**src/verilog/pool_ctrl_pkg.sv**
```systemverilog
/*
 * Control definitions for the pooling stage.
 * Holds the scheduler state encoding and the widths that bound
 * the frame geometry (rows per frame, pixels per row).
 */

`default_nettype none

package pool_ctrl_pkg;

	// Row state of the scheduler FSM
	typedef enum logic [1:0] {
		IDLE     = 2'b00,
		EVEN_ROW = 2'b01,
		ODD_ROW  = 2'b10
	} pool_state_e;

	// Row count configuration width
	localparam int ROWS_W = 8;

	// Column counter width, so IMG_W is at most 256
	localparam int COL_W  = 8;

endpackage

`default_nettype wire

```
**src/verilog/pool_data_pkg.sv**
```systemverilog
/*
 * Word format shared by the pooling datapath.
 * Each word packs four signed channel values; two feature paths
 * (3x3 and 1x1) are pooled side by side.
 */

`default_nettype none

package pool_data_pkg;

	// Channel and word geometry
	localparam int CH_W        = 12;
	localparam int CH_PER_WORD = 4;
	localparam int WORD_W      = CH_W * CH_PER_WORD;

	// Path 0 is 3x3, path 1 is 1x1
	localparam int NUM_PATHS   = 2;

	// One word, channel 0 in the low bits
	typedef logic [CH_PER_WORD-1:0][CH_W-1:0] pool_word_t;

	// All paths of one pixel or one pooled block
	typedef pool_word_t [NUM_PATHS-1:0] path_words_t;

endpackage

`default_nettype wire
```
**src/verilog/pool_ctrl_if.sv**
```systemverilog
/*
 * Per-pixel pooling command from the scheduler to every lane.
 * All signals are valid in the cycle of the accepted pixel and
 * are shared by the lanes of both feature paths.
 */

`timescale 1ns/1ns
`default_nettype none

interface pool_ctrl_if;

	// Accepted pixel strobe
	logic                              cmd_valid;

	// Pixel closes a horizontal pair
	logic                              col_odd;

	// Pixel sits in the second row of a row pair
	logic                              row_odd;

	// Pair index within the row, selects the line buffer entry
	logic [pool_ctrl_pkg::COL_W-2:0]   buf_addr;

	// Final pixel of the frame
	logic                              last_pix;

	modport sched (
		output cmd_valid,
		output col_odd,
		output row_odd,
		output buf_addr,
		output last_pix
	);

	modport lane (
		input  cmd_valid,
		input  col_odd,
		input  row_odd,
		input  buf_addr,
		input  last_pix
	);

endinterface

`default_nettype wire

```
**src/verilog/pool_top.sv**
```systemverilog
/*
 * Top level of the 2x2 max-pooling stage.
 * Plain strobe ports for the 3x3 and 1x1 feature paths; inside,
 * a scheduler drives one lane per path and a collector merges
 * the results with the bypass data.
 */

`timescale 1ns/1ns
`default_nettype none

module pool_top #(
	parameter int IMG_W = 16
) (
	input  wire logic                              clk_i,
	input  wire logic                              rst_n_i,
	input  wire logic                              start_i,
	input  wire logic                              pool_en_i,
	input  wire logic [pool_ctrl_pkg::ROWS_W-1:0]  rows_i,
	input  wire logic                              pix_valid_i,
	input  wire logic [pool_data_pkg::WORD_W-1:0]  pix_3x3_i,
	input  wire logic [pool_data_pkg::WORD_W-1:0]  pix_1x1_i,
	output logic                                   out_valid_o,
	output logic [pool_data_pkg::WORD_W-1:0]       out_3x3_o,
	output logic [pool_data_pkg::WORD_W-1:0]       out_1x1_o,
	output logic                                   frame_done_o
);

	pool_ctrl_if ctrl_if ();

	pool_data_pkg::path_words_t              pix_words;
	pool_data_pkg::path_words_t              res_words;
	pool_data_pkg::path_words_t              out_words;
	logic [pool_data_pkg::NUM_PATHS-1:0]     res_valid;
	logic                                    pool_en;

	// Path ports to path array
	assign pix_words[0] = pix_3x3_i;
	assign pix_words[1] = pix_1x1_i;

	pool_scheduler #(
		.IMG_W       (IMG_W)
	) u_scheduler (
		.clk_i       (clk_i),
		.rst_n_i     (rst_n_i),
		.start_i     (start_i),
		.pool_en_i   (pool_en_i),
		.rows_i      (rows_i),
		.pix_valid_i (pix_valid_i),
		.ctrl        (ctrl_if.sched),
		.pool_en_o   (pool_en)
	);

	// One lane per feature path
	for (genvar gi = 0; gi < pool_data_pkg::NUM_PATHS; gi++) begin : g_lane
		pool_lane #(
			.IMG_W       (IMG_W)
		) u_lane (
			.clk_i       (clk_i),
			.rst_n_i     (rst_n_i),
			.ctrl        (ctrl_if.lane),
			.pix_i       (pix_words[gi]),
			.res_o       (res_words[gi]),
			.res_valid_o (res_valid[gi])
		);
	end

	// Lanes run in lock step, lane 0 valid stands for all
	pool_collector u_collector (
		.clk_i        (clk_i),
		.rst_n_i      (rst_n_i),
		.pool_en_i    (pool_en),
		.pix_valid_i  (ctrl_if.cmd_valid),
		.pix_i        (pix_words),
		.last_pix_i   (ctrl_if.last_pix),
		.res_i        (res_words),
		.res_valid_i  (res_valid[0]),
		.out_o        (out_words),
		.out_valid_o  (out_valid_o),
		.frame_done_o (frame_done_o)
	);

	assign out_3x3_o = out_words[0];
	assign out_1x1_o = out_words[1];

endmodule

`default_nettype wire

```
**src/verilog/pool_collector.sv**
```systemverilog
/*
 * Output stage of the pooling block.
 * In bypass mode it registers every accepted pixel; in pool mode
 * it forwards the lane results unchanged. Also turns the
 * last-pixel flag into the end-of-frame pulse.
 */

`timescale 1ns/1ns
`default_nettype none

module pool_collector (
	input  wire logic                  clk_i,
	input  wire logic                  rst_n_i,
	input  wire logic                  pool_en_i,
	input  wire logic                  pix_valid_i,
	input  pool_data_pkg::path_words_t pix_i,
	input  wire logic                  last_pix_i,
	input  pool_data_pkg::path_words_t res_i,
	input  wire logic                  res_valid_i,
	output pool_data_pkg::path_words_t out_o,
	output logic                       out_valid_o,
	output logic                       frame_done_o
);

	// Bypass copy, one cycle behind the pixel
	pool_data_pkg::path_words_t byp_q;
	logic                       byp_valid_q;

	//----------------------------------------------------------------------
	// Bypass path
	//----------------------------------------------------------------------

	always_ff @(posedge clk_i) begin
		if (pix_valid_i) begin
			byp_q <= pix_i;
		end
	end

	always_ff @(posedge clk_i) begin
		if (!rst_n_i) begin
			byp_valid_q <= 1'b0;
		end else begin
			byp_valid_q <= pix_valid_i;
		end
	end

	//----------------------------------------------------------------------
	// Output select and frame end
	//----------------------------------------------------------------------

	// Lane results are already registered, no extra stage
	assign out_o       = pool_en_i ? res_i : byp_q;
	assign out_valid_o = pool_en_i ? res_valid_i : byp_valid_q;

	// Lines up with the last output word in both modes
	always_ff @(posedge clk_i) begin
		if (!rst_n_i) begin
			frame_done_o <= 1'b0;
		end else begin
			frame_done_o <= last_pix_i;
		end
	end

endmodule

`default_nettype wire

```
**src/verilog/pool_lane.sv**
```systemverilog
/*
 * One pooling path.
 * Keeps the even pixel of each pair, stores the pair maxima of
 * even rows in a line buffer and folds them with the odd row to
 * give one registered 2x2 maximum per block.
 */

`timescale 1ns/1ns
`default_nettype none

module pool_lane #(
	parameter int IMG_W = 16
) (
	input  wire logic                 clk_i,
	input  wire logic                 rst_n_i,
	pool_ctrl_if.lane                 ctrl,
	input  pool_data_pkg::pool_word_t pix_i,
	output pool_data_pkg::pool_word_t res_o,
	output logic                      res_valid_o
);

	localparam int DEPTH = IMG_W / 2;
	localparam int AW    = (DEPTH > 1) ? $clog2(DEPTH) : 1;

	// Pair register and line buffer of pair maxima
	pool_data_pkg::pool_word_t pair_q;
	pool_data_pkg::pool_word_t line_buf [DEPTH];
	logic [AW-1:0]             addr;

	pool_data_pkg::pool_word_t pair_max;
	pool_data_pkg::pool_word_t blk_max;

	// Signed maximum per channel
	function automatic pool_data_pkg::pool_word_t lane_max(
		input pool_data_pkg::pool_word_t a,
		input pool_data_pkg::pool_word_t b
	);
		pool_data_pkg::pool_word_t m;
		for (int i = 0; i < pool_data_pkg::CH_PER_WORD; i++) begin
			m[i] = ($signed(a[i]) > $signed(b[i])) ? a[i] : b[i];
		end
		return m;
	endfunction

	assign addr     = ctrl.buf_addr[AW-1:0];
	assign pair_max = lane_max(pair_q, pix_i);
	assign blk_max  = lane_max(pair_max, line_buf[addr]);

	// Even column: hold the first pixel of the pair
	always_ff @(posedge clk_i) begin
		if (ctrl.cmd_valid && !ctrl.col_odd) begin
			pair_q <= pix_i;
		end
	end

	// Even row, odd column: park the pair maximum
	always_ff @(posedge clk_i) begin
		if (ctrl.cmd_valid && ctrl.col_odd && !ctrl.row_odd) begin
			line_buf[addr] <= pair_max;
		end
	end

	// Odd row, odd column: block complete
	always_ff @(posedge clk_i) begin
		if (ctrl.cmd_valid && ctrl.col_odd && ctrl.row_odd) begin
			res_o <= blk_max;
		end
	end

	always_ff @(posedge clk_i) begin
		if (!rst_n_i) begin
			res_valid_o <= 1'b0;
		end else begin
			res_valid_o <= ctrl.cmd_valid && ctrl.col_odd && ctrl.row_odd;
		end
	end

endmodule

`default_nettype wire

```
**src/verilog/pool_scheduler.sv**
```systemverilog
/*
 * Row scheduler of the pooling stage.
 * Latches mode and row count on start_i, counts columns and rows,
 * and turns each accepted pixel into a command for the lanes in
 * the same cycle.
 */

`timescale 1ns/1ns
`default_nettype none

module pool_scheduler #(
	parameter int IMG_W = 16
) (
	input  wire logic                              clk_i,
	input  wire logic                              rst_n_i,
	input  wire logic                              start_i,
	input  wire logic                              pool_en_i,
	input  wire logic [pool_ctrl_pkg::ROWS_W-1:0]  rows_i,
	input  wire logic                              pix_valid_i,
	pool_ctrl_if.sched                             ctrl,
	output logic                                   pool_en_o
);

	localparam int CW = pool_ctrl_pkg::COL_W;
	localparam logic [CW-1:0] LAST_COL = CW'(IMG_W - 1);

	// Latched configuration
	logic                              pool_en_q;
	logic [pool_ctrl_pkg::ROWS_W-1:0]  rows_q;

	// Position within the frame
	pool_ctrl_pkg::pool_state_e        state_q;
	logic [CW-1:0]                     col_q;
	logic [pool_ctrl_pkg::ROWS_W-1:0]  row_q;

	logic                              accept;
	logic                              row_end;
	logic                              frame_end;

	//----------------------------------------------------------------------
	// Pixel acceptance
	//----------------------------------------------------------------------

	// Idle pixels dropped; a start cycle belongs to no frame
	assign accept    = pix_valid_i && !start_i && (state_q != pool_ctrl_pkg::IDLE);
	assign row_end   = accept && (col_q == LAST_COL);
	assign frame_end = row_end && (row_q == rows_q - 1'b1);

	// Configuration, only on start
	always_ff @(posedge clk_i) begin
		if (!rst_n_i) begin
			pool_en_q <= 1'b0;
			rows_q    <= '0;
		end else if (start_i) begin
			pool_en_q <= pool_en_i;
			rows_q    <= rows_i;
		end
	end

	//----------------------------------------------------------------------
	// Row FSM and counters
	//----------------------------------------------------------------------

	always_ff @(posedge clk_i) begin
		if (!rst_n_i) begin
			state_q <= pool_ctrl_pkg::IDLE;
			col_q   <= '0;
			row_q   <= '0;
		end else if (start_i) begin
			// Also aborts a frame in flight
			state_q <= pool_ctrl_pkg::EVEN_ROW;
			col_q   <= '0;
			row_q   <= '0;
		end else if (accept) begin
			col_q <= row_end ? '0 : col_q + 1'b1;
			if (row_end) begin
				row_q <= row_q + 1'b1;
				case (state_q)
					pool_ctrl_pkg::EVEN_ROW: state_q <= pool_ctrl_pkg::ODD_ROW;
					pool_ctrl_pkg::ODD_ROW:  state_q <= frame_end ? pool_ctrl_pkg::IDLE
					                                              : pool_ctrl_pkg::EVEN_ROW;
					default:                 state_q <= pool_ctrl_pkg::IDLE;
				endcase
			end
		end
	end

	//----------------------------------------------------------------------
	// Command to the lanes
	//----------------------------------------------------------------------

	assign ctrl.cmd_valid = accept;
	assign ctrl.col_odd   = col_q[0];
	assign ctrl.row_odd   = (state_q == pool_ctrl_pkg::ODD_ROW);
	// Pair index is the column halved
	assign ctrl.buf_addr  = col_q[CW-1:1];
	assign ctrl.last_pix  = frame_end;

	assign pool_en_o = pool_en_q;

endmodule

`default_nettype wire

```
**config.mk**
```make
export PLATFORM = sky130hd
export DESIGN_NAME = pool_top
export DESIGN_NICKNAME = d
export VERILOG_FILES = /design/src/verilog/pool_ctrl_pkg.sv /design/src/verilog/pool_data_pkg.sv /design/src/verilog/pool_ctrl_if.sv /design/src/verilog/pool_top.sv /design/src/verilog/pool_collector.sv /design/src/verilog/pool_lane.sv /design/src/verilog/pool_scheduler.sv
export SDC_FILE = /design/constraint.sdc
export NUM_CORES = 1
export LEC_CHECK = 0
export BUFFER_PORTS_ARGS = -buffer_cell sky130_fd_sc_hd__buf_2
export CORE_ASPECT_RATIO = 0.5
export CORE_MARGIN = 4
export CORE_UTILIZATION = 52
export DETAILED_ROUTE_END_ITERATION = 10
export PLACE_DENSITY = 0.66
export SYNTH_ARGS = -nofsm -noshare
export SYNTH_HDL_FRONTEND = slang
export SYNTH_SLANG_ARGS = --single-unit
```
**constraint.sdc**
```tcl
create_clock -name clk_i -period 20.9 [get_ports clk_i]
set_input_delay 1.045 -clock clk_i [delete_from_list [all_inputs] [get_ports clk_i]]
set_output_delay 1.045 -clock clk_i [all_outputs]
set_load 0.01 [all_outputs]
```
# [Yosys cells after proc, flatten, opt, wreduce, memory -nomap -nowiden]
# Memory sizes are Yosys's and may differ from the RTL's. A register that Yosys moved wholly into a read port is not among the register bits.
# Index checks and enable logic that the tools add are counted.
[op_classes] bitwise=1 n_lt_le_gt_ge=16 muxes=30 add_sub_neg=3 eq_ne=4 n_reduce_logical=17
[op_table] cell="> comparator 12 bit" count=16
[op_table] cell="2-to-1 mux 12 bit" count=16
[op_table] cell="2-to-1 mux 96 bit" count=1
[op_table] cell="adder 8 x 1 -> 8 bit, second input constant" count=2
[op_table] cell="2-to-1 mux 3 bit" count=4
[op_table] cell="== test 8 x 4 -> 1 bit, second input constant" count=1
[op_table] cell="== test 8 bit" count=1
[op_table] cell="logical AND 1 bit" count=8
[op_table] cell="2-to-1 mux 8 bit" count=1
[op_table] cell="subtractor 8 x 1 -> 8 bit, second input constant" count=1
[op_table] cell="2-to-1 mux 1 bit" count=7
[op_table] cell="nonzero test 2 bit" count=3
[op_table] cell="case mux 2 bit (2 select lines)" count=1
[op_table] cell="AND reduction 2 bit" count=2
[op_table] cell="logical NOT 1 bit" count=3
[op_table] cell="== test 2 x 1 -> 1 bit, second input constant" count=1
[op_table] cell="== test 2 bit, second input constant" count=1
[op_table] cell="OR reduction 2 bit" count=1
[op_table] cell="NOT 1 bit" count=1
[word_totals] n_memories=2 ram_bits=768 output_inout_bits=98 ff_bits=318 input_bits=109
[memory_table] name="g_lane[0].u_lane.line_buf" words=8 word_bits=48 read_ports=1 rd_clocked_by_memory_dff=1 wr=1 line="pool_lane.sv:27" rtl="pool_data_pkg::pool_word_t line_buf [DEPTH];"
[memory_table] name="g_lane[1].u_lane.line_buf" words=8 word_bits=48 read_ports=1 rd_clocked_by_memory_dff=1 wr=1 line="pool_lane.sv:27"

# [Longest topological paths before layout]
# Gate-level depths: netlist of the first run.
[depth] word_depth=10 mapped_depth=20 depth_no_buf=17

# [Modules after synthesis]
# A second synthesis of the first run with hierarchy kept.
[hier_totals] hier_cells=3399 hier_area_um2=49812.8
[modules_own_cells] module="pool_lane at g_lane[1].u_lane" instances=1 cells_per_inst=1524 area_per_inst_um2=22141.2 seq_area_each_um2=14433.8
[modules_own_cells] module="pool_lane at g_lane[0].u_lane" instances=1 cells_per_inst=1509 area_per_inst_um2=21983.6 seq_area_each_um2=14433.8
[modules_own_cells] module="pool_collector" instances=1 cells_per_inst=208 area_per_inst_um2=4226.6 seq_area_each_um2=2922.8
[modules_own_cells] module="pool_scheduler" instances=1 cells_per_inst=158 area_per_inst_um2=1461.4 seq_area_each_um2=540.5

# [Worst setup path before layout of the first run]
# OpenSTA, ideal clock, no wires.
[synth_timing] path_kind="input-to-reg" from="in start_i" to="mem g_lane[0].u_lane.line_buf[1][0] (netlist name), enable pin" path_stages=3 required_time_ns=20.114 path_slack_ns=5.272 arrival_time_ns=14.842 n_path_buf=0 cell_sequence="nor3b_2 > nand3_1 > nor4_1"
[synth_between] elab_chain_cells=7
[synth_lines] item="start, declared" line="pool_top.sv:16" rtl="input wire logic start_i,"
[synth_lines] item="logical NOT 1 bit" line="pool_scheduler.sv:45" rtl="assign accept = pix_valid_i && !start_i && (state_q != pool_ctrl_pkg::IDLE);"
[synth_lines] item="logical AND 1 bit (2 in series)" line="pool_scheduler.sv:45"
[synth_lines] item="logical AND 1 bit (2 in series)" line="pool_lane.sv:58" rtl="if (ctrl.cmd_valid && ctrl.col_odd && !ctrl.row_odd) begin"
[synth_lines] item="2-to-1 mux 1 bit" line="pool_lane.sv:58"
[synth_lines] item="2-to-1 mux 1 bit (not written as such)" line="pool_lane.sv:59" rtl="line_buf[addr] <= pair_max;"
[synth_lines] item="end, declared" line="pool_lane.sv:27"
# No other way between the ends.

==> results of run 1 <==
-- where the power goes --
group	internal, W	leakage (nW)	total (W)	switching (W)
Clock	0.00113	1.68	0.00193	0.000798
Combinational	0.000103	7.27	0.000266	0.000163
Sequential	0.00243	9.79	0.00244	0.00000737
-- through the flow --
step / cells / total power [W] / hold WS [ns]
4_1_cts: 4170 / 0.00468 / 0.506
6_report: 4170 / 0.00464 / 0.503
2_1_floorplan: 2656 / 0.00267 / 0.453
3_3_place_gp: 3991 / 0.00274 / 0.462
5_1_grt: 4170 / 0.00481 / 0.522
3_5_place_dp: 3991 / 0.00275 / 0.497
-- worst max-delay path, delay by kind of cell --
kind	cells	cell delay [ns]
adder cells (fa/ha/maj)	2	1.10
AND/OR/NAND/NOR	4	0.82
multiplexers	2	0.69
buffers and inverters	3	0.40
AO/OA/AOI/OAI	7	2.28
-- cell usage after synthesis, drive strengths merged (2+ instances only) --
library cell	number	area, um^2
mux4	192	4320
and3	5	31.3
dfxtp	33	661
nand4	38	244
buf	47	268
or3	3	18.8
a21o	17	128
xor2	17	149
xnor2	8	70.1
o32ai	3	26.3
nor3b	3	27.5
nor4	4	25.0
inv	224	841
o21bai	3	22.5
edfxtp	1056	31700
a31oi	13	81.3
o22a	2	17.5
nor2	63	236
mux2i	288	2880
nand3	18	90.1
a31o	2	17.5
and4	3	26.3
ha	198	2480
or2	4	25.0
o21a	11	82.6
a211o	2	17.5
o22ai	3	25.0
nand2b	7	51.3
o31a	3	26.3
a221o	2	20.0
a211oi	7	77.6
o21ai	32	164
nand2	33	124
o31ai	6	45.0
nor2b	22	138
mux2	117	1330
clkbuf	51	191
o2111ai	2	17.5
o211ai	16	120
nor3	11	55.1
a21oi	79	399
-- final timing paths --
| check | to | slack (ns) | cells after the start |
|---|---|---|---|
| worst max-delay path | g_lane[1].u_lane.res_o[19]$_DFFE_PP_ | 14.97 | 18 |
| worst min-delay path | u_scheduler.state_q[1]$_SDFFE_PP0P_ | 0.50 | 2 |
| worst max register to register | g_lane[1].u_lane.res_o[19]$_DFFE_PP_ | 15.05 | 16 |
| worst min register to register | u_scheduler.state_q[1]$_SDFFE_PP0P_ | 0.50 | 2 |
-- layout make-up --
type / count / area (um^2)
inverter: 224 / 841
clock inverter: 62 / 831
tap: 1185 / 1480
timing repair buffer: 248 / 1350
fill: 6457 / 36000
sequential: 1089 / 32400
clock buffer: 117 / 2630
multi-input combinational: 1245 / 13800
-- state kept, by name (all words and copies together) (netlist names), named ones only --
register                   count
g_lane.u_lane.line_buf       768
g_lane.u_lane.pair_q          96
g_lane.u_lane.res_o           96
u_collector.byp_q             96
u_scheduler.col_q              8
u_scheduler.row_q              8
u_scheduler.rows_q             8
u_scheduler.state_q            2
g_lane.u_lane.res_valid_o      1
u_collector.byp_valid_q        1
u_collector.frame_done_o       1
u_scheduler.pool_en_o          1
-- metal layers --
metal / vias to the layer above / share of wire, % / wire length (um)
li1: 11000 / - / -
met1: 12300 / 45 / 41700
met2: 494 / 49 / 45600
met3: 127 / 4.1 / 3810
met4: 0 / 2.1 / 1970
met5: - / 0 / 0
-- cell families (layout without fill, tap and decap cells) --
family	Yosys count	in the layout
mux	597	597
xor+xnor	25	25
fa+ha+maj	198	198
flops	1089	1089
simple gates	215	215
compound gates	210	210
buf+inv	322	651
==> metrics.txt, run 1 <==
# TYPE chip_impl_metric gauge
chip_impl_metric{name="ios",unit=""} 207
chip_impl_metric{name="synth_warnings",unit=""} 0
chip_impl_metric{name="maxSlewViolCount",unit=""} 0
chip_impl_metric{name="detail-route-antenna-nets",unit=""} 0
chip_impl_metric{name="mappedNetlistArea",unit="mm^2"} 0.0474
chip_impl_metric{name="postLayoutCellArea",unit="mm^2"} 0.0533
chip_impl_metric{name="final.setup.worst_slack",unit="ns"} 14.97
chip_impl_metric{name="gr-total-overflow",unit=""} 0
chip_impl_metric{name="grt_util_met3",unit="%"} 2.78
chip_impl_metric{name="setup-tns-final",unit="ns"} 0
chip_impl_metric{name="cts_resized",unit=""} 0
chip_impl_metric{name="achievable_freq",unit="MHz"} 169
chip_impl_metric{name="firstDrtPassIters",unit=""} 5
chip_impl_metric{name="ctsHoldBuffers",unit=""} 0
chip_impl_info{name="critPathCaptureType",value="flop"} 1
chip_impl_metric{name="numCtsBuffers",unit=""} 97
chip_impl_metric{name="core_region_area",unit="mm^2"} 0.0893
chip_impl_metric{name="fin_util",unit="%"} 59.7
chip_impl_info{name="critical_path.cell_chain",value="buf_2 -> inv_1 -> ha_1 -> nand4_1 -> or2_2 -> o21ai_2 -> mux2i_1 -> a21oi_1 -> a31oi_1 -> inv_1 -> ha_1 -> nor2b_1 -> o21a_1 -> o21ai_0 -> a21oi_1 -> nor3_1 -> o31a_1 -> mux2_2"} 1
chip_impl_metric{name="io_buffers",unit=""} 206
chip_impl_info{name="status",value="finished, final reports clean"} 1
chip_impl_metric{name="clk_pin_slew_worst_paths",unit="ns"} 0.07
chip_impl_metric{name="drive_gt1_share",unit="%"} 24.8
chip_impl_metric{name="total_leakage_power",unit="nW"} 18.7
chip_impl_metric{name="num_antenna_cells",unit=""} 0
chip_impl_metric{name="globalRouteMet1Util",unit="%"} 27.1
chip_impl_metric{name="mappedNetlistNets",unit=""} 2963
chip_impl_info{name="grt_setup_unrepaired",value="false"} 1
chip_impl_metric{name="synth_sequential_area_ratio",unit="%"} 68.3
chip_impl_metric{name="antenna_violations_before_repair",unit=""} 1
chip_impl_info{name="start_kind",value="input port"} 1
chip_impl_metric{name="post_cts_setup_bufs",unit=""} 0
chip_impl_info{name="final_common_cell",value="edfxtp_1"} 1
chip_impl_metric{name="wire_per_inst",unit="um"} 22.3
chip_impl_metric{name="report.final.hold_viol_count",unit=""} 0
chip_impl_info{name="startpoint",value="pix_1x1_i[23]"} 1
chip_impl_info{name="rr_startpoint",value="g_lane[1].u_lane.pair_q[23]$_DFFE_PP_"} 1
chip_impl_metric{name="vias_in_the_first_global_route",unit=""} 24900
chip_impl_metric{name="use_met2",unit="%"} 32.4
chip_impl_metric{name="gp_congestion",unit=""} 0.794
chip_impl_metric{name="viasPerCell",unit=""} 5.73
chip_impl_metric{name="max-cap-violations",unit=""} 0
chip_impl_metric{name="layout-area-overhead-vs-synth",unit="%"} 12.5
chip_impl_metric{name="chipWidth",unit="um"} 435
chip_impl_metric{name="post-dp-hpwl",unit="um"} 56200
chip_impl_info{name="final_cell_mix",value="edfxtp_1 (1056), mux2i_1 (288), inv_1 (224)"} 1
chip_impl_metric{name="num_vias",unit=""} 23900
chip_impl_metric{name="worst_slew_margin_rel",unit="%"} 34.4
chip_impl_metric{name="final_min_period_over_clock_period",unit="%"} 28.4
chip_impl_metric{name="groute.usage.overall",unit="%"} 19.5
chip_impl_metric{name="synth.area.mux_share",unit="%"} 18.0
chip_impl_info{name="hold_path_startpoint",value="u_scheduler.state_q[1]$_SDFFE_PP0P_"} 1
chip_impl_metric{name="synth_edf_count",unit=""} 1056
chip_impl_metric{name="clock_insertion_delay_worst_skew",unit="ns"} 0.69
chip_impl_info{name="cts_root_buf",value="clkbuf_16"} 1
chip_impl_metric{name="cts_max_level",unit=""} 3
chip_impl_metric{name="timing.critical_path.required",unit="ns"} 21.33
chip_impl_info{name="top_usage_layer",value="met2"} 1
chip_impl_metric{name="synthArstFlopShare",unit="%"} 0
chip_impl_metric{name="yosysUniqueCellTypes",unit=""} 62
chip_impl_metric{name="post_synth_inst_count",unit=""} 2656
chip_impl_metric{name="clockBufferDepth",unit=""} 3
chip_impl_metric{name="synth_area_per_cell",unit="um^2"} 17.8
chip_impl_metric{name="crit_path_time_final",unit="ns"} 5.93
chip_impl_metric{name="floorplan.initialDensity",unit="%"} 53.0
chip_impl_metric{name="worst-path-max-fanout",unit=""} 26
chip_impl_metric{name="arrival",unit="ns"} 6.36
chip_impl_metric{name="post_dp_cell_area",unit="mm^2"} 0.0498
chip_impl_metric{name="drt-initial-drc-count",unit=""} 1848
chip_impl_metric{name="vdd_ir_drop_max",unit="V"} 0.0000617
chip_impl_info{name="crit_slowest_cell",value="ha_1"} 1
chip_impl_metric{name="post_synth_fa_ha_maj_area_fraction",unit="%"} 5.23
chip_impl_metric{name="maximum_number_of_pins_on_one_net_before_global_route_repair",unit=""} 58
chip_impl_metric{name="dpl_worst_slack",unit="ns"} 14.38
chip_impl_metric{name="synth_area_in_compound_gates",unit="%"} 2.88
chip_impl_metric{name="p_per_cell_area",unit="mW/mm^2"} 87.0
chip_impl_metric{name="worst-slew-pin-transition",unit="ns"} 0.984
chip_impl_metric{name="tritoncts_num_sinks",unit=""} 1089
chip_impl_metric{name="rows",unit=""} 77
chip_impl_metric{name="number_of_remaining_drc_errors",unit=""} 0
chip_impl_metric{name="synth.ff_latch_count",unit=""} 1089
chip_impl_metric{name="setup_viol",unit=""} 0
chip_impl_metric{name="worst_path_largest_cell_delay",unit="ns"} 0.76
chip_impl_metric{name="wire_length_of_the_first_global_routing_pass",unit="um"} 147000
chip_impl_info{name="timing.hold.worst.class",value="reg -> reg"} 1
chip_impl_metric{name="route.final.wire_length",unit="um"} 93000
chip_impl_info{name="timing.setup.critical_path_class",value="in -> reg"} 1
chip_impl_metric{name="die-height",unit="um"} 221
chip_impl_metric{name="synth_xor_area_share",unit="%"} 0.462
chip_impl_metric{name="fin_nets",unit=""} 3212
chip_impl_info{name="synth_top_family_by_area",value="multiplexers"} 1
chip_impl_metric{name="fp.dieArea",unit="mm^2"} 0.0963
chip_impl_metric{name="yosys.area_share.simple",unit="%"} 2.32
chip_impl_info{name="yosys_most_used_dff",value="edfxtp_1"} 1
chip_impl_info{name="cts_tree",value="yes"} 1
chip_impl_metric{name="worst_clock_skew",unit="ns"} 0.0168
Note: power is estimated with default switching activity, not from simulation.
==> run 2, diff against run 1 <==
Clock period 20.9 ns to 5.9 ns, I/O delays scaled along.
==> metrics.txt, run 2 (synthesis gave the netlist of run 1 again) <==
# TYPE chip_impl_metric gauge
chip_impl_info{name="status",value="finished, final reports clean"} 1
chip_impl_metric{name="worst-slew-pin-transition",unit="ns"} 1.11
chip_impl_metric{name="wire_length_of_the_first_global_routing_pass",unit="um"} 149000
chip_impl_metric{name="cts_resized",unit=""} 0
chip_impl_metric{name="post-dp-hpwl",unit="um"} 56700
chip_impl_metric{name="dpl_worst_slack",unit="ns"} 0.839
chip_impl_metric{name="timing.critical_path.required",unit="ns"} 6.33
chip_impl_metric{name="multi_input_area",unit="mm^2"} 0.0138
chip_impl_metric{name="maxSlewViolCount",unit=""} 0
chip_impl_metric{name="grt_util_met3",unit="%"} 3.03
chip_impl_metric{name="worst-path-max-fanout",unit=""} 9
chip_impl_info{name="final_common_cell",value="edfxtp_1"} 1
chip_impl_metric{name="globalRouteMet1Util",unit="%"} 27.5
chip_impl_metric{name="floorplan.initialDensity",unit="%"} 53.0
chip_impl_metric{name="report.final.hold_viol_count",unit=""} 0
chip_impl_metric{name="drive_gt1_share",unit="%"} 23.8
chip_impl_metric{name="wire_per_inst",unit="um"} 22.0
chip_impl_metric{name="fin_nets",unit=""} 3339
chip_impl_metric{name="worst_path_largest_cell_delay",unit="ns"} 0.66
chip_impl_metric{name="cts_max_level",unit=""} 3
chip_impl_metric{name="groute.usage.overall",unit="%"} 19.7
chip_impl_metric{name="vdd_ir_drop_max",unit="V"} 0.000247
chip_impl_info{name="final_cell_mix",value="edfxtp_1 (1056), mux2i_1 (288), inv_1 (222)"} 1
chip_impl_metric{name="antenna_violations_before_repair",unit=""} 0
chip_impl_metric{name="core_region_area",unit="mm^2"} 0.0893
chip_impl_metric{name="number_of_remaining_drc_errors",unit=""} 0
chip_impl_metric{name="firstDrtPassIters",unit=""} 5
chip_impl_metric{name="maximum_number_of_pins_on_one_net_before_global_route_repair",unit=""} 97
chip_impl_metric{name="clockBufferDepth",unit=""} 3
chip_impl_metric{name="post_cts_setup_bufs",unit=""} 0
chip_impl_metric{name="ios",unit=""} 207
chip_impl_metric{name="p_per_cell_area",unit="mW/mm^2"} 287
chip_impl_metric{name="final.setup.worst_slack",unit="ns"} 0.934
chip_impl_metric{name="clk_pin_slew_worst_paths",unit="ns"} 0.06
chip_impl_info{name="cts_tree",value="yes"} 1
chip_impl_metric{name="report.power.total",unit="W"} 0.0156
chip_impl_info{name="critical_path.cell_chain",value="ha_1 -> a21oi_1 -> o21ai_0 -> a211oi_2 -> a221oi_2 -> buf_4 -> mux2i_1 -> inv_1 -> ha_1 -> a21oi_1 -> nor2b_1 -> o21ai_0 -> a21oi_1 -> o311ai_0 -> o211a_1 -> mux2_2"} 1
chip_impl_metric{name="fin_util",unit="%"} 60.7
chip_impl_metric{name="stdcell_count",unit=""} 4288
chip_impl_metric{name="io_buffers",unit=""} 206
chip_impl_info{name="start_kind",value="flop"} 1
chip_impl_metric{name="setup_viol",unit=""} 0
chip_impl_metric{name="die-height",unit="um"} 221
chip_impl_metric{name="final_min_period_over_clock_period",unit="%"} 84.2
chip_impl_metric{name="numCtsBuffers",unit=""} 95
chip_impl_info{name="top_usage_layer",value="met2"} 1
chip_impl_metric{name="placedCellCount",unit=""} 4005
chip_impl_metric{name="rows",unit=""} 77
chip_impl_metric{name="drt-initial-drc-count",unit=""} 1496
chip_impl_info{name="cts_root_buf",value="clkbuf_16"} 1
chip_impl_metric{name="gr-total-overflow",unit=""} 0
chip_impl_metric{name="clock_insertion_delay_worst_skew",unit="ns"} 0.69
chip_impl_metric{name="crit_path_time_final",unit="ns"} 4.97
chip_impl_info{name="registers.top_by_ff_count",value="g_lane.u_lane.line_buf"} 1
chip_impl_metric{name="hold-worst-slack",unit="ns"} 0.108
chip_impl_metric{name="total_leakage_power",unit="nW"} 19.1
chip_impl_metric{name="worst_clock_skew",unit="ns"} 0.0221
chip_impl_metric{name="vias_in_the_first_global_route",unit=""} 25500
chip_impl_metric{name="num_vias",unit=""} 24300
chip_impl_info{name="timing.setup.critical_path_class",value="reg -> reg"} 1
chip_impl_metric{name="max-cap-violations",unit=""} 0
chip_impl_metric{name="use_met2",unit="%"} 33.4
chip_impl_info{name="grt_setup_unrepaired",value="false"} 1
chip_impl_metric{name="fill_cells",unit=""} 6414
chip_impl_metric{name="detail-route-antenna-nets",unit=""} 0
chip_impl_metric{name="ctsHoldBuffers",unit=""} 115
chip_impl_metric{name="chipWidth",unit="um"} 435
chip_impl_metric{name="gp_congestion",unit=""} 0.808
chip_impl_metric{name="worst_slew_margin_rel",unit="%"} 25.4
chip_impl_metric{name="viasPerCell",unit=""} 5.67
chip_impl_metric{name="num_antenna_cells",unit=""} 0
chip_impl_info{name="cp_common_cell",value="a21oi_1"} 1
chip_impl_info{name="crit_slowest_cell",value="a221oi_2"} 1
chip_impl_metric{name="arrival",unit="ns"} 5.39
chip_impl_metric{name="achievable_freq",unit="MHz"} 201
chip_impl_metric{name="flip_flop_count_of_the_largest_register_after_layout",unit=""} 768
chip_impl_metric{name="fp.dieArea",unit="mm^2"} 0.0963
chip_impl_metric{name="footprint_of_the_flip_flops_and_latches",unit="mm^2"} 0.0324
chip_impl_info{name="timing.hold.worst.class",value="in -> reg"} 1
chip_impl_metric{name="tritoncts_num_sinks",unit=""} 1089
chip_impl_info{name="critPathCaptureType",value="flop"} 1
chip_impl_metric{name="route.final.wire_length",unit="um"} 94400
chip_impl_metric{name="layout-area-overhead-vs-synth",unit="%"} 14.4
-- run 2: cell types whose count changed in the layout (fill, tap and decap cells not counted), moves of 5 or more --
cell           before  now
bufinv_16          19    4
clkinv_2           14   20
clkinv_1           17   22
clkbuf_1           12   17
clkbuf_16         101   95
dlygate4sd3_1       0  115
buf_12              0   18
-- run 2: final cells by class --
| cell class | count | share of cell area, % |
|---|---|---|
| clock inverters | 56 | 0.769 |
| clock buffers | 112 | 4.50 |
| multi-input cells | 1245 | 25.5 |
| inverters | 224 | 1.55 |
| flip-flops and latches | 1089 | 59.7 |
| repair buffers | 377 | 5.22 |
| well taps | 1185 | 2.74 |
-- run 2: metal layers --
| metal | vias up | routed length [um] |
|---|---|---|
| met2 | 413 | 46900 |
| met4 | 0 | 1520 |
| met1 | 12600 | 42600 |
| met5 | - | 0 |
| li1 | 11200 | - |
| met3 | 112 | 3370 |
-- run 2: where the power goes --
| part | switching [W] | internal, W |
|---|---|---|
| Clock | 0.00276 | 0.00314 |
| Sequential | 0.0000221 | 0.00861 |
| Combinational | 0.000598 | 0.000423 |
| Total | 0.00338 | 0.0122 |
-- run 2: final timing paths --
path              depth (start not counted)                                   end  slack, ns                                  start
hold / removal                            3    u_scheduler.rows_q[0]$_SDFFE_PN0P_       0.11                                start_i
setup / recovery                         16  g_lane[1].u_lane.res_o[31]$_DFFE_PP_       0.93  g_lane[1].u_lane.pair_q[25]$_DFFE_PP_
hold reg to reg                           2   u_scheduler.state_q[1]$_SDFFE_PP0P_       0.47    u_scheduler.state_q[1]$_SDFFE_PP0P_
setup reg to reg                         16  g_lane[1].u_lane.res_o[31]$_DFFE_PP_       0.93  g_lane[1].u_lane.pair_q[25]$_DFFE_PP_
-- run 2: per-stage QoR --
stage          instance area, um^2  setup TNS, ns
2_1_floorplan                47500        -673.19
3_5_place_dp                 50200              0
6_report                     54200              0
5_1_grt                      54200              0
3_3_place_gp                 50200              0
4_1_cts                      54200              0
-- run 2: worst max-delay path, delay by kind of cell (launching register included) --
family / cells / cell delay [ns]
buffers and inverters: 2 / 0.51
DFF: 1 / 0.40
and+or+nand+nor: 1 / 0.05
adders and majority gates: 2 / 0.65
muxes: 2 / 0.63
AOI/OAI and AO/OA: 9 / 2.47
